**src/fetch_settings.svh**
```systemverilog
`ifndef FETCH_SETTINGS_SVH
`define FETCH_SETTINGS_SVH

// Address and PC width of the core
`define FETCH_XLEN 32

// Number of direct-mapped branch target buffer entries
`define FETCH_BTB_ENTRIES 16

// Depth of the return address stack and a power of two so the pointer wraps
`define FETCH_RAS_DEPTH 4

// Instruction memory depth in 32-bit words
`define FETCH_IMEM_WORDS 256

// Address of the first instruction fetched after reset
`define FETCH_RESET_PC 32'h00000000

// Fetch mode where 0 fetches on the current PC and 1 fetches on the next PC
`define FETCH_BPRED 0

`endif

```
**src/fetch_pkg.sv**
```systemverilog
`include "fetch_settings.svh"

package fetch_pkg;

  // Result of one BTB lookup for the address being fetched
  typedef struct packed {
    logic                   hit;
    logic                   taken;
    logic                   is_return;
    logic [`FETCH_XLEN-1:0] target;
  } btb_pred_t;

  // Top of the return address stack
  typedef struct packed {
    logic                   valid;
    logic [`FETCH_XLEN-1:0] target;
  } ras_pred_t;

  // Redirect from branch resolution in execute
  typedef struct packed {
    logic                   valid;
    logic [`FETCH_XLEN-1:0] target;
  } redirect_t;

  // Training write for one BTB entry
  typedef struct packed {
    logic                   valid;
    logic [`FETCH_XLEN-1:0] pc;
    logic [`FETCH_XLEN-1:0] target;
    logic                   taken;
    logic                   is_return;
  } btb_update_t;

  // Everything decode receives for one fetched instruction
  typedef struct packed {
    logic                   valid;
    logic [`FETCH_XLEN-1:0] pc;
    logic [`FETCH_XLEN-1:0] pc_plus4;
    logic [31:0]            instr;
    btb_pred_t              btb;
    ras_pred_t              ras;
  } fetch_bundle_t;

  // Where the next PC comes from, listed in priority order
  typedef enum logic [2:0] {
    src_redirect,
    src_hold,
    src_return,
    src_taken,
    src_sequential
  } next_pc_src_e;

  // The canonical RV32I NOP encoding
  localparam logic [31:0] instr_nop = 32'h00000013;

endpackage

```
**src/return_address_stack.sv**
```systemverilog
`timescale 1ns/100ps
`include "fetch_settings.svh"

module return_address_stack (
  input  logic                   clk,
  input  logic                   rst_n,
  input  logic                   push,
  input  logic [`FETCH_XLEN-1:0] push_addr,
  input  logic                   pop,
  output fetch_pkg::ras_pred_t   pred
);

  localparam int              ptr_w    = $clog2(`FETCH_RAS_DEPTH);
  localparam int              cnt_w    = $clog2(`FETCH_RAS_DEPTH + 1);
  localparam logic [cnt_w-1:0] full_cnt = cnt_w'(`FETCH_RAS_DEPTH);

  logic [`FETCH_XLEN-1:0] stack_mem [`FETCH_RAS_DEPTH];
  logic [ptr_w-1:0]       top_q;
  logic [ptr_w-1:0]       push_slot;
  logic [cnt_w-1:0]       count_q;

  // Push and pop together overwrite the current top in place
  assign push_slot = pop ? top_q : top_q + ptr_w'(1);

  // The pointer wraps so an overflow silently replaces the oldest entry
  always_ff @(posedge clk) begin
    if (!rst_n) begin
      top_q   <= '0;
      count_q <= '0;
    end else begin
      case ({push, pop})
        2'b10: begin
          top_q <= top_q + ptr_w'(1);
          if (count_q != full_cnt) begin
            count_q <= count_q + cnt_w'(1);
          end
        end
        2'b01: begin
          top_q <= top_q - ptr_w'(1);
          if (count_q != '0) begin
            count_q <= count_q - cnt_w'(1);
          end
        end
        default: begin
        end
      endcase
    end
  end

  always_ff @(posedge clk) begin
    if (push) begin
      stack_mem[push_slot] <= push_addr;
    end
  end

  assign pred.valid  = (count_q != '0);
  assign pred.target = stack_mem[top_q];

  // The PC generator only pops on a valid prediction
  a_no_empty_pop: assert property (@(posedge clk) disable iff (!rst_n)
    pop |-> (count_q != '0))
    else $error("return address stack popped while empty");

endmodule

```
**config.mk**
```make
export PLATFORM = sky130hd
export DESIGN_NAME = return_address_stack
export DESIGN_NICKNAME = d
export VERILOG_FILES = /design/src/fetch_pkg.sv /design/src/return_address_stack.sv
export VERILOG_INCLUDE_DIRS = /design/src /design/src/src
export SDC_FILE = /design/constraint.sdc
export NUM_CORES = 1
export LEC_CHECK = 0
export BUFFER_PORTS_ARGS = -buffer_cell sky130_fd_sc_hd__buf_2
export CAP_MARGIN = 20
export CELL_PAD_IN_SITES_DETAIL_PLACEMENT = 1
export CELL_PAD_IN_SITES_GLOBAL_PLACEMENT = 2
export CORE_AREA = 2 2 111 113
export CTS_CLUSTER_SIZE = 24
export DETAILED_ROUTE_END_ITERATION = 7
export DIE_AREA = 0 0 113 115
export PLACE_DENSITY = 0.87
export RECOVER_POWER = 50
export SLEW_MARGIN = 5
export SYNTH_ARGS = -nofsm -noshare
export SYNTH_HDL_FRONTEND = slang
export SYNTH_SLANG_ARGS = --single-unit
```
**constraint.sdc**
```tcl
create_clock -name clk -period 4 [get_ports clk]
set_clock_uncertainty 0.05 [all_clocks]
set_input_delay 1.2 -clock clk [delete_from_list [all_inputs] [get_ports clk]]
set_output_delay 1.2 -clock clk [all_outputs]
set_load 0.05 [all_outputs]
```
# [Word-level counts from Yosys, hierarchy flattened]
# Memories as Yosys holds them, arrays and structs flattened. A register that Yosys moved wholly into a read port is not among the register bits.
# Index checks and enable logic that the tools add are counted.
[word_totals] reg_bits=5 ramBits=128 inputBits=36 out_inout_bits=33 elab_cells=24 memories=1
[op_classes] addsub=4 eq_ne=5 muxes=9 reduce_logical=3
[memory_table] memory="stack_mem" words=4 width=32 rd=1 rd_ports_with_merged_regs=1 wr=1 line="return_address_stack.sv:17" text="logic [`FETCH_XLEN-1:0] stack_mem [`FETCH_RAS_DEPTH];"
[ops] operator="2-to-1 mux 2 bit" n=3
[ops] operator="2-to-1 mux 3 bit" n=2
[ops] operator="one-hot mux 3 bit (2 select lines)" n=1
[ops] operator="inequality test 2 bit (second input constant)" n=2
[ops] operator="one-hot mux 2 bit (2 select lines)" n=1
[ops] operator="adder 3 x 1 -> 3 bit (second input constant)" n=1
[ops] operator="inequality test 3 bit (second input constant)" n=1
[ops] operator="AND reduction 3 bit" n=1
[ops] operator="nonzero test 3 bit" n=1
[ops] operator="subtractor 3 x 1 -> 3 bit (second input constant)" n=1
[ops] operator="adder 2 x 1 -> 2 bit (second input constant)" n=1
[ops] operator="== test 2 x 1 -> 1 bit (second input constant)" n=1
[ops] operator="== test 2 bit (second input constant)" n=1
[ops] operator="2-to-1 mux 1 bit" n=2
[ops] operator="nonzero test 2 bit" n=1
[ops] operator="subtractor 2 x 1 -> 2 bit (second input constant)" n=1

# [Depth between registers and ports, before layout]
# Gate-level depths: netlist (run 1).
[logic_depth] depth_word=4 mapped_depth=8 mapped_depth_nobuf=8

# [Worst setup path after synthesis (run 1)]
# Ideal clock, no wire load.
[synth_timing] path_type="input to register" from="input pop" to="memory stack_mem[2][0] in the netlist's numbering, enable pin" setup_ps=421 arrival_ps=2945 required_time_ps=3529 setup_slack_ps=584 cell_stages=4 n_path_buf=0 path_cell_list="inv_1 > nand2_1 > mux2_2 > nor2_1"
[synth_between] elab_chain_len=1
[synth_lines] item="from (decl)" line="return_address_stack.sv:9" text="input logic pop,"
[synth_lines] item="2-to-1 mux 2 bit" line="return_address_stack.sv:23" text="assign push_slot = pop ? top_q : top_q + ptr_w'(1);"
[synth_lines] item="to (decl)" line="return_address_stack.sv:17"
# Every way passes these cells.

==> metrics.txt, run 1 <==
# TYPE chip_impl_metric gauge
chip_impl_info{name="worst_r2r_startpoint",value="top_q[0]"} 1
chip_impl_metric{name="via_count",unit=""} 2348
chip_impl_metric{name="place_ws",unit="ns"} 1.10
chip_impl_metric{name="die_y",unit="microns"} 115
chip_impl_metric{name="portBuffers",unit=""} 68
chip_impl_metric{name="dr.first_iter.drc_count",unit=""} 134
chip_impl_info{name="synthDominantAreaCellType",value="edfxtp_1"} 1
chip_impl_metric{name="finalWorstSetupSlack",unit="ns"} 0.726
chip_impl_metric{name="place_hpwl",unit="microns"} 6040
chip_impl_metric{name="grt_overflow",unit=""} 0
chip_impl_metric{name="clock_path_buffers",unit=""} 2
chip_impl_metric{name="min_period_over_period",unit=""} 0.819
chip_impl_metric{name="cp_data_required_time",unit="ns"} 2.75
chip_impl_metric{name="power_density",unit="nW/um^2"} 585
chip_impl_metric{name="post_cts.repair.setup_buffers",unit=""} 0
chip_impl_metric{name="numClockSinks",unit=""} 135
chip_impl_metric{name="num_cts_buffers",unit=""} 17
chip_impl_metric{name="drt_pass_1_iters",unit=""} 6
chip_impl_metric{name="synth-seq-area-share",unit=""} 0.789
chip_impl_info{name="unrepaired_setup_endpoints_after_global_routing",value="false"} 1
chip_impl_metric{name="cts-resized-gates",unit=""} 0
chip_impl_info{name="synthTopCellsByCount",value="edfxtp_1, mux4_2, dfxtp_1, nand2_1, nor2_1"} 1
chip_impl_info{name="timing_worst_setup_path_type",value="reg2out"} 1
chip_impl_metric{name="p_leak",unit="nW"} 2.02
chip_impl_metric{name="route.final.wire_length",unit="microns"} 9360
chip_impl_info{name="holdCritPathClass",value="reg2reg"} 1
chip_impl_metric{name="cp.arrival",unit="ns"} 2.02
chip_impl_info{name="yosysMostFrequentCell",value="edfxtp_1"} 1
chip_impl_info{name="worst_setup_path_end_kind",value="output port"} 1
chip_impl_metric{name="clk_pin_slew",unit="ns"} 0.06
chip_impl_metric{name="ys_warn_count",unit=""} 0
chip_impl_metric{name="die_area",unit="sq um"} 13000
chip_impl_metric{name="numPlacedInstances",unit=""} 427
chip_impl_metric{name="postLayoutCellArea",unit="sq um"} 6110
chip_impl_metric{name="fmax",unit="MHz"} 305
chip_impl_metric{name="syn_area",unit="sq um"} 5050
chip_impl_metric{name="synth.lib_cells_used.distinct",unit=""} 24
chip_impl_info{name="cts_tree",value="yes"} 1
chip_impl_metric{name="core.rowCount",unit=""} 40
chip_impl_metric{name="cp_max_fo",unit=""} 32
chip_impl_metric{name="setup_viol_count_final",unit=""} 0
chip_impl_metric{name="core_area",unit="sq um"} 11800
chip_impl_metric{name="synth_top_area_frac",unit=""} 0.762
chip_impl_metric{name="timing.slew.headroom",unit=""} -0.117
chip_impl_metric{name="num_io_pins",unit=""} 69
chip_impl_info{name="status",value="complete, but fails checks"} 1
chip_impl_metric{name="area_delta_synth_final",unit="%"} 21.2
chip_impl_metric{name="post-route-drc-count",unit=""} 5
chip_impl_metric{name="post_cts_hold_buffer_count",unit=""} 0
chip_impl_metric{name="finalMaxSlewViolations",unit=""} 17
chip_impl_metric{name="grt_pass1_wl",unit="microns"} 14600
chip_impl_metric{name="antenna_found_initial",unit=""} 0
chip_impl_metric{name="setup-tns-final",unit="ns"} 0
chip_impl_metric{name="vdd.ir_drop.worst",unit="mV"} 0.257
chip_impl_info{name="worst_setup_path_start_kind",value="flop"} 1
chip_impl_metric{name="grt_pass1_vias",unit=""} 2624
chip_impl_metric{name="globalRouteTotalUtil",unit=""} 0.155
chip_impl_metric{name="proportion_of_synthesized_flip_flops_having_asynchronous_set_or_reset",unit=""} 0
chip_impl_metric{name="largest_net_degree_at_the_start_of_global_routing",unit=""} 33
chip_impl_metric{name="tightest_slew",unit="ns"} 1.67
chip_impl_info{name="buffer_type_at_the_clock_tree_root",value="clkbuf_16"} 1
chip_impl_metric{name="finalHoldViolCount",unit=""} 0
chip_impl_metric{name="synth-edff-count",unit=""} 128
chip_impl_metric{name="synth_area_per_cell",unit="sq um"} 23.6
chip_impl_metric{name="syn-num-nets",unit=""} 254
chip_impl_metric{name="postSynthRegisterBits",unit=""} 135
chip_impl_metric{name="antennaDiodeCount",unit=""} 0
chip_impl_info{name="violations_in_the_final_reports",value="DRC, capacitance limit, slew limit"} 1
chip_impl_metric{name="layoutNonFillerInstCount",unit=""} 459
chip_impl_metric{name="fp.dieW",unit="microns"} 113
chip_impl_metric{name="ant_nets",unit=""} 0
chip_impl_metric{name="maxCapViolations",unit=""} 1
chip_impl_metric{name="route.detailed.vias_per_inst",unit=""} 5.12
chip_impl_metric{name="clk_latency",unit="ns"} 0.40
chip_impl_info{name="synthFlopType",value="edfxtp_1"} 1
chip_impl_metric{name="layout-drive-gt1-share",unit=""} 0.343
chip_impl_info{name="hold_path_startpoint",value="count_q[2]"} 1
chip_impl_metric{name="post_synth_inst_count",unit=""} 214
chip_impl_metric{name="finalCriticalPeriod",unit="ns"} 3.27
chip_impl_info{name="synth.area.top_cells",value="edfxtp_1, mux4_2, dfxtp_1, ha_1, buf_6"} 1
chip_impl_metric{name="design.final.nets",unit=""} 339
chip_impl_metric{name="gp_congestion",unit=""} 0.721
chip_impl_metric{name="final_util",unit=""} 0.518
chip_impl_metric{name="initial_utilization",unit=""} 0.427
chip_impl_metric{name="htree_levels",unit=""} 4
chip_impl_metric{name="routedWlPerCell",unit="microns"} 20.4
chip_impl_metric{name="placed_cell_area",unit="sq um"} 5640
-- metrics by stage --
stage	total power, mW	hold WS (ns)
3_5_place_dp	2.22	0.464
6_report	3.58	0.460
3_3_place_gp	2.21	0.441
4_1_cts	3.62	0.471
2_1_floorplan	2.07	0.419
5_1_grt	3.70	0.512
-- path summary, 6_finish.rpt --
kind	to	slack, ns	depth (start not counted)
max	pred[9]	0.73	2
min	count_q[2]	0.46	2
max reg2reg	stack_mem[3][9]	1.38	4
min reg2reg	count_q[2]	0.46	2
-- kinds of logic (layout without fill, tap and decap cells) --
kind of cell / Yosys count / count (layout) / share of synthesized area
compound gates: 6 / 6 / 0.00917
xor+xnor: 4 / 4 / 0.00694
fa+ha+maj: 4 / 4 / 0.00992
buf+inv: 10 / 108 / 0.0141
flops: 135 / 135 / 0.789
mux: 36 / 36 / 0.152
simple gates: 19 / 19 / 0.0181
-- metal layers --
| metal | GRT usage | vias up | part of all wire | wire [microns] |
|---|---|---|---|---|
| met4 | 0.0561 | 0 | 0.013 | 126 |
| met5 | 0 | - | 0 | 0 |
| met1 | 0.193 | 1221 | 0.43 | 3980 |
| met3 | 0.0448 | 10 | 0.038 | 358 |
| li1 | - | 1064 | - | - |
| met2 | 0.260 | 53 | 0.52 | 4890 |
-- state kept, by name (all words and copies together) (netlist names), named ones only --
signal / flops
stack_mem: 128
count_q: 3
top_q: 2
-- area by class of cell --
| cell class | count | area [sq um] |
|---|---|---|
| inverter | 3 | 11.3 |
| multi-input combinational | 69 | 995 |
| clock buffer | 18 | 429 |
| clock inverter | 14 | 111 |
| timing repair buffer | 73 | 398 |
| sequential | 135 | 3990 |
| fill | 1052 | 5700 |
| tap | 147 | 184 |
-- power by group --
part	switching, mW	internal (mW)
Clock	0.560	0.845
Combinational	0.332	0.158
Sequential	0.0465	1.64
Total	0.938	2.64
-- layout by cell type (no fill, tap or decap) --
cell type and count:
nor2_4 2, dfxtp_1 5, buf_2 34, buf_12 5
inv_1 3, nor2b_1 2, xor2_1 2, mux2i_1 1
nor2_1 3, mux2_4 1, ha_1 4, dfxtp_2 2
nand2b_1 2, mux2_2 2, clkbuf_16 17, clkbuf_1 35
or3_1 2, mux4_2 32, a21boi_0 2, clkinvlp_4 3
clkinv_4 3, nor3_1 1, a21oi_1 3, and2_1 1
clkinv_2 5, nand2_1 5, nand3_1 1, xnor2_1 2
bufinv_16 1, o21ai_0 1, clkinv_1 2, edfxtp_1 128
-- worst max-delay path, stage by stage, from the launching register on --
cell and delay (ns):
dfxtp_2 0.92, mux4_2 0.45, buf_2 0.24
Note: power is estimated with default switching activity, not from simulation.
==> run 2: changes to the inputs <==
ABC_AREA = 1   (was not set)
CORE_AREA = 2 2 119 121   (was 2 2 111 113)
DIE_AREA = 0 0 121 123   (was 0 0 113 115)
PLACE_DENSITY = 0.86   (was 0.87)
clock period = 3.4 ns   (was 4 ns; I/O delays follow)
==> metrics.txt, run 2 <==
# TYPE chip_impl_metric gauge
chip_impl_metric{name="numPlacedInstances",unit=""} 618
chip_impl_metric{name="postSynthRegisterBits",unit=""} 135
chip_impl_metric{name="post_cts.repair.setup_buffers",unit=""} 0
chip_impl_metric{name="layout-drive-gt1-share",unit=""} 0.164
chip_impl_metric{name="finalMaxSlewViolations",unit=""} 0
chip_impl_info{name="worst_r2r_startpoint",value="top_q[0]"} 1
chip_impl_metric{name="ys_warn_count",unit=""} 0
chip_impl_metric{name="synth.lib_cells_used.distinct",unit=""} 22
chip_impl_metric{name="cp_max_fo",unit=""} 40
chip_impl_metric{name="routed-wl-met3",unit="microns"} 331
chip_impl_metric{name="proportion_of_synthesized_flip_flops_having_asynchronous_set_or_reset",unit=""} 0
chip_impl_info{name="synthTopCellsByCount",value="edfxtp_1, nor2_1, o21ai_0, o22ai_1, nand2_1"} 1
chip_impl_metric{name="area_delta_synth_final",unit="%"} 20.0
chip_impl_info{name="holdCritPathClass",value="reg2reg"} 1
chip_impl_metric{name="whs",unit="ns"} 0.475
chip_impl_metric{name="layoutNonFillerInstCount",unit=""} 650
chip_impl_metric{name="cp.arrival",unit="ns"} 2.05
chip_impl_metric{name="routedWlPerCell",unit="microns"} 18.0
chip_impl_info{name="worst_r2r_endpoint",value="stack_mem[3][24]"} 1
chip_impl_metric{name="power_density",unit="nW/um^2"} 713
chip_impl_info{name="violations_in_the_final_reports",value="capacitance limit"} 1
chip_impl_metric{name="setup_viol_count_final",unit=""} 0
chip_impl_info{name="worst_setup_path_end_kind",value="output port"} 1
chip_impl_metric{name="die_area",unit="sq um"} 14900
chip_impl_metric{name="route.detailed.vias_per_inst",unit=""} 5.04
chip_impl_info{name="unrepaired_setup_endpoints_after_global_routing",value="false"} 1
chip_impl_metric{name="initial_utilization",unit=""} 0.382
chip_impl_metric{name="place_hpwl",unit="microns"} 7300
chip_impl_metric{name="num_cts_buffers",unit=""} 17
chip_impl_info{name="top_layer",value="met4"} 1
chip_impl_metric{name="antenna_found_initial",unit=""} 0
chip_impl_metric{name="min_period_over_period",unit=""} 0.919
chip_impl_metric{name="multiInputGateArea",unit="sq um"} 1030
chip_impl_metric{name="core.rowCount",unit=""} 43
chip_impl_metric{name="dr.first_iter.drc_count",unit=""} 155
chip_impl_metric{name="route.final.wire_length",unit="microns"} 11700
chip_impl_metric{name="htree_levels",unit=""} 4
chip_impl_metric{name="drt_pass_1_iters",unit=""} 4
chip_impl_metric{name="setup-tns-final",unit="ns"} 0
chip_impl_info{name="buffer_type_at_the_clock_tree_root",value="clkbuf_16"} 1
chip_impl_metric{name="worst_hold_path.num_cells",unit=""} 2
chip_impl_info{name="registers.top_by_ff_count",value="stack_mem"} 1
chip_impl_metric{name="met2_length",unit="microns"} 6210
chip_impl_metric{name="numClockSinks",unit=""} 135
chip_impl_metric{name="p_leak",unit="nW"} 2.18
chip_impl_metric{name="syn_area",unit="sq um"} 5200
chip_impl_metric{name="cp_data_required_time",unit="ns"} 2.33
chip_impl_metric{name="timing.slew.headroom",unit=""} 0.00118
chip_impl_metric{name="ant_nets",unit=""} 0
chip_impl_metric{name="clk_latency",unit="ns"} 0.41
chip_impl_metric{name="post_synth_inst_count",unit=""} 380
chip_impl_metric{name="clk_pin_slew",unit="ns"} 0.05
chip_impl_metric{name="largest_net_degree_at_the_start_of_global_routing",unit=""} 65
chip_impl_info{name="yosysMostFrequentCell",value="edfxtp_1"} 1
chip_impl_metric{name="post-route-drc-count",unit=""} 0
chip_impl_metric{name="tightest_slew",unit="ns"} 1.49
chip_impl_info{name="highest_count_cells_in_the_layout_ignoring_fill_and_taps",value="edfxtp_1, nor2_1, o21ai_0, clkbuf_1, buf_2"} 1
chip_impl_metric{name="largest_register_ffs",unit=""} 128
chip_impl_info{name="top_regs",value="stack_mem (128), count_q (3), top_q (2)"} 1
chip_impl_metric{name="synth_area_per_cell",unit="sq um"} 13.7
chip_impl_info{name="synth.area.top_cells",value="edfxtp_1, nor2_1, o21ai_0, o22ai_1, dfxtp_1"} 1
chip_impl_metric{name="syn-num-nets",unit=""} 420
chip_impl_metric{name="finalHoldViolCount",unit=""} 0
chip_impl_info{name="status",value="complete, but fails checks"} 1
chip_impl_info{name="synthFlopType",value="edfxtp_1"} 1
chip_impl_metric{name="finalCriticalPeriod",unit="ns"} 3.12
chip_impl_info{name="hold_path_startpoint",value="count_q[2]"} 1
chip_impl_metric{name="maxCapViolations",unit=""} 1
chip_impl_metric{name="vdd.ir_drop.worst",unit="mV"} 0.419
chip_impl_metric{name="gp_congestion",unit=""} 0.734
chip_impl_metric{name="grt_overflow",unit=""} 0
chip_impl_metric{name="fmax",unit="MHz"} 320
chip_impl_metric{name="register_area",unit="sq um"} 3990
chip_impl_metric{name="grt_pass1_vias",unit=""} 3498
chip_impl_metric{name="die_y",unit="microns"} 123
chip_impl_metric{name="core_area",unit="sq um"} 13600
chip_impl_metric{name="clock_path_buffers",unit=""} 2
chip_impl_metric{name="fp.dieW",unit="microns"} 121
chip_impl_metric{name="design.final.nets",unit=""} 497
chip_impl_metric{name="num_io_pins",unit=""} 69
chip_impl_info{name="layout_commonest_cell",value="edfxtp_1"} 1
chip_impl_metric{name="final_util",unit=""} 0.458
chip_impl_metric{name="synth-edff-count",unit=""} 128
chip_impl_metric{name="via_count",unit=""} 3279
chip_impl_metric{name="post_cts_hold_buffer_count",unit=""} 0
chip_impl_info{name="cts_tree",value="yes"} 1
chip_impl_metric{name="portBuffers",unit=""} 68
chip_impl_info{name="worst_setup_path_start_kind",value="flop"} 1
chip_impl_metric{name="grt_pass1_wl",unit="microns"} 18100
chip_impl_metric{name="wl_met1",unit="microns"} 4970
chip_impl_metric{name="globalRouteTotalUtil",unit=""} 0.166
chip_impl_metric{name="antennaDiodeCount",unit=""} 0
chip_impl_info{name="timing_worst_setup_path_type",value="reg2out"} 1
chip_impl_metric{name="cts-resized-gates",unit=""} 0
chip_impl_info{name="hold-path-endpoint",value="count_q[2]"} 1
chip_impl_metric{name="r2r.worst_path.cells",unit=""} 4
chip_impl_metric{name="synth-seq-area-share",unit=""} 0.766
chip_impl_metric{name="r2r_slack",unit="ns"} 0.72
chip_impl_info{name="synthDominantAreaCellType",value="edfxtp_1"} 1
chip_impl_metric{name="fillers",unit=""} 1434
chip_impl_metric{name="synth_top_area_frac",unit=""} 0.739
-- run 2: cell types whose count changed after synthesis, moves of 3 or more --
cell and change:
buf_2 +5, o21ai_0 +55, o22ai_1 +32, nor2_1 +70, nand2_1 +15, o21ai_1 +10
inv_1 +10, buf_4 +6, mux4_2 -32, inv_2 +3
-- run 2: worst max-delay path, stage by stage, from the launching register on --
cell	delay [ns]
dfxtp_2	0.67
buf_12	0.27
o21ai_0	0.12
o22ai_1	0.25
buf_2	0.31
-- run 2: power by group --
group	switching, mW	internal [mW]
Combinational	0.608	0.170
Clock	0.619	1.06
Sequential	0.0443	1.95
-- run 2: kinds of logic after synthesis --
group,count (synthesis),synth area share
flip-flops,135,0.766
AO/OA/AOI/OAI,102,0.106
AND/OR/NAND/NOR,100,0.0751
buffers and inverters,36,0.0375
adder cells (fa/ha/maj),4,0.00963
XOR/XNOR,3,0.00506
-- run 2: per-layer routing --
| layer | global-route usage | vias to the layer above |
|---|---|---|
| met1 | 0.191 | 1667 |
| met3 | 0.0438 | 13 |
| met4 | 0.0821 | 0 |
| li1 | - | 1544 |
| met5 | 0 | - |
| met2 | 0.288 | 55 |
-- run 2: how the worst max path moves through the flow --
stage                     from                to  depth (start not counted)
final                     flop          pred[30]                          4
after global routing       pop  stack_mem[3][11]                          5
after CTS                 flop          pred[11]                          4
after detailed placement   pop  stack_mem[0][13]                          5
after global placement     pop  stack_mem[0][24]                          5
after floorplan            pop   stack_mem[1][0]                          3
-- run 2: through the flow --
step | power [mW] | setup slack [ns] | instance area (sq um)
after floorplan | 2.59 | 0.173 | 5200
after CTS | 4.51 | 0.242 | 6300
after global placement | 2.80 | 0.666 | 5750
after global routing | 4.63 | 0.0740 | 6240
after detailed placement | 2.82 | 0.599 | 5750
final | 4.45 | 0.275 | 6240
-- run 2: area by class of cell --
class,count,area share
multi-input combinational,209,0.166
inverter,17,0.0110
tap,180,0.0361
sequential,135,0.639
clock buffer,20,0.0700
clock inverter,12,0.0177
timing repair buffer,77,0.0606
==> run 3: changes to the inputs <==
BUFFER_PORTS_ARGS = -buffer_cell sky130_fd_sc_hd__clkbuf_2   (was -buffer_cell sky130_fd_sc_hd__buf_2)
CELL_PAD_IN_SITES_GLOBAL_PLACEMENT = 1   (was 2)
CORE_AREA = 2 2 109 111   (was 2 2 119 121)
DIE_AREA = 0 0 111 113   (was 0 0 121 123)
PLACE_DENSITY = 0.87   (was 0.86)
==> metrics.txt, run 3 (synthesis gave the netlist of run 2 again) <==
# TYPE chip_impl_metric gauge
chip_impl_metric{name="clk_pin_slew",unit="ns"} 0.06
chip_impl_metric{name="area_delta_synth_final",unit="%"} 20.2
chip_impl_metric{name="placed_cell_area",unit="sq um"} 5690
chip_impl_metric{name="sw_frac_of_total",unit=""} 0.298
chip_impl_metric{name="power_density",unit="nW/um^2"} 745
chip_impl_metric{name="route.final.wire_length",unit="microns"} 13100
chip_impl_info{name="buffer_type_at_the_clock_tree_root",value="clkbuf_16"} 1
chip_impl_info{name="layout_commonest_cell",value="edfxtp_1"} 1
chip_impl_metric{name="clk_latency",unit="ns"} 0.41
chip_impl_metric{name="p_int",unit="mW"} 3.26
chip_impl_metric{name="clock_path_buffers",unit=""} 2
chip_impl_metric{name="fmax",unit="MHz"} 321
chip_impl_metric{name="min_period_over_period",unit=""} 0.917
chip_impl_metric{name="largest_net_degree_at_the_start_of_global_routing",unit=""} 65
chip_impl_metric{name="place_ws",unit="ns"} 0.426
chip_impl_metric{name="drt_pass_1_iters",unit=""} 4
chip_impl_metric{name="layout-drive-gt1-share",unit=""} 0.179
chip_impl_metric{name="grt_pass1_vias",unit=""} 3788
chip_impl_metric{name="num_io_pins",unit=""} 69
chip_impl_metric{name="tightest_slew",unit="ns"} 0.912
chip_impl_metric{name="finalMaxSlewViolations",unit=""} 0
chip_impl_metric{name="grt_pass1_wl",unit="microns"} 21000
chip_impl_metric{name="core.rowCount",unit=""} 39
chip_impl_info{name="highest_count_cells_in_the_layout_ignoring_fill_and_taps",value="edfxtp_1, nor2_1, o21ai_0, clkbuf_2, clkbuf_1"} 1
chip_impl_metric{name="num_cts_buffers",unit=""} 17
chip_impl_metric{name="share_seq_of_total_power",unit=""} 0.430
chip_impl_info{name="unrepaired_setup_endpoints_after_global_routing",value="false"} 1
chip_impl_info{name="cts_tree",value="yes"} 1
chip_impl_info{name="timing_worst_setup_path_type",value="reg2out"} 1
chip_impl_metric{name="final_util",unit=""} 0.554
chip_impl_metric{name="power_frac_clock",unit=""} 0.400
chip_impl_metric{name="p_leak",unit="nW"} 2.21
chip_impl_metric{name="maxCapViolations",unit=""} 0
chip_impl_info{name="top_regs",value="stack_mem (128), count_q (3), top_q (2)"} 1
chip_impl_metric{name="finalCriticalPeriod",unit="ns"} 3.12
chip_impl_metric{name="finalHoldViolCount",unit=""} 0
chip_impl_metric{name="largest_register_ffs",unit=""} 128
chip_impl_metric{name="finalWorstSetupSlack",unit="ns"} 0.283
chip_impl_metric{name="setup_viol_count_final",unit=""} 0
chip_impl_info{name="holdCritPathClass",value="reg2reg"} 1
chip_impl_metric{name="ant_nets",unit=""} 0
chip_impl_metric{name="globalRouteTotalUtil",unit=""} 0.222
chip_impl_metric{name="vdd.ir_drop.worst",unit="mV"} 0.361
chip_impl_metric{name="cp_max_fo",unit=""} 64
chip_impl_metric{name="portBuffers",unit=""} 68
chip_impl_metric{name="post_cts.repair.setup_buffers",unit=""} 0
chip_impl_metric{name="post-route-drc-count",unit=""} 0
chip_impl_metric{name="fp.dieW",unit="microns"} 111
chip_impl_metric{name="postLayoutCellArea",unit="sq um"} 6250
chip_impl_metric{name="setup-tns-final",unit="ns"} 0
chip_impl_metric{name="timing.slew.headroom",unit=""} 0.392
chip_impl_info{name="worst_setup_path_start_kind",value="flop"} 1
chip_impl_info{name="status",value="complete, no violations"} 1
chip_impl_info{name="registers.top_by_ff_count",value="stack_mem"} 1
chip_impl_info{name="worst_setup_path_end_kind",value="output port"} 1
chip_impl_metric{name="antenna_found_initial",unit=""} 1
chip_impl_metric{name="core_area",unit="sq um"} 11300
chip_impl_metric{name="die_y",unit="microns"} 113
chip_impl_metric{name="numClockSinks",unit=""} 135
chip_impl_metric{name="via_count",unit=""} 3421
chip_impl_metric{name="routedWlPerCell",unit="microns"} 21.3
chip_impl_metric{name="share_comb_of_total_power",unit=""} 0.170
chip_impl_metric{name="die_area",unit="sq um"} 12500
chip_impl_metric{name="route.detailed.vias_per_inst",unit=""} 5.57
chip_impl_metric{name="cp.arrival",unit="ns"} 2.05
chip_impl_metric{name="design.final.nets",unit=""} 497
chip_impl_metric{name="initial_utilization",unit=""} 0.461
chip_impl_metric{name="dr.first_iter.drc_count",unit=""} 222
chip_impl_metric{name="cts-resized-gates",unit=""} 1
chip_impl_metric{name="htree_levels",unit=""} 4
chip_impl_metric{name="grt_overflow",unit=""} 0
chip_impl_metric{name="cp_data_required_time",unit="ns"} 2.33
chip_impl_metric{name="place_hpwl",unit="microns"} 7730
chip_impl_metric{name="post_cts_hold_buffer_count",unit=""} 0
chip_impl_metric{name="gp_congestion",unit=""} 0.782
chip_impl_metric{name="netSwitchingPower",unit="mW"} 1.39
==> run 3: cell count changes in the layout (fill, tap and decap cells not counted), moves of 2 or more <==
cell / before / now
buf_2: 34 / 0
clkbuf_1: 37 / 35
clkbuf_2: 0 / 35
clkinv_1: 4 / 1
clkinv_4: 0 / 3
inv_6: 1 / 4
nor2_1: 73 / 71
nor2_4: 2 / 4
==> run 3: path summary, 6_finish.rpt <==
check / start / to / slack, ns / cells after the start
worst min register to register: count_q[0] / count_q[0] / 0.48 / 2
worst min-delay path: count_q[0] / count_q[0] / 0.48 / 2
worst max-delay path: flop / pred[22] / 0.28 / 4
worst max register to register: top_q[0] / stack_mem[1][4] / 1.22 / 4
==> run 3: cell type report <==
class	instances	area (sq um)
clock inverter	15	176
sequential	135	3990
inverter	17	68.8
multi-input combinational	209	1050
timing repair buffer	77	359
fill	1123	5020
clock buffer	17	425
antenna	1	2.50
tap	143	179
==> run 3: power by group through the flow <==
stage / Clock, mW / Combinational [mW] / Sequential [mW]
6_report: 1.86 / 0.791 / 2.00
4_1_cts: 1.88 / 0.806 / 2.00
5_1_grt: 1.95 / 0.848 / 2.01
3_5_place_dp: 0 / 0.792 / 2.03
3_3_place_gp: 0 / 0.758 / 2.02
2_1_floorplan: 0 / 0.581 / 2.01
==> run 3: layer usage <==
layer | up-vias | track usage | routed length (microns)
met1 | 1724 | 0.266 | 5200
met3 | 27 | 0.0536 | 700
met2 | 122 | 0.382 | 6860
met5 | - | 0 | 0
met4 | 0 | 0.105 | 334
li1 | 1548 | - | -
==> run 3: through the flow <==
step | hold slack (ns) | std cells | power [mW]
floorplan | 0.441 | 380 | 2.59
global placement | 0.462 | 581 | 2.78
detailed placement | 0.497 | 581 | 2.82
CTS | 0.488 | 613 | 4.69
global route | 0.539 | 613 | 4.81
finish | 0.484 | 614 | 4.65
==> run 3: critical path: stages (launching register included) <==
cell	delay, ns
dfxtp_4	0.48
inv_6	0.39
o21ai_0	0.17
o22ai_1	0.22
clkbuf_2	0.32
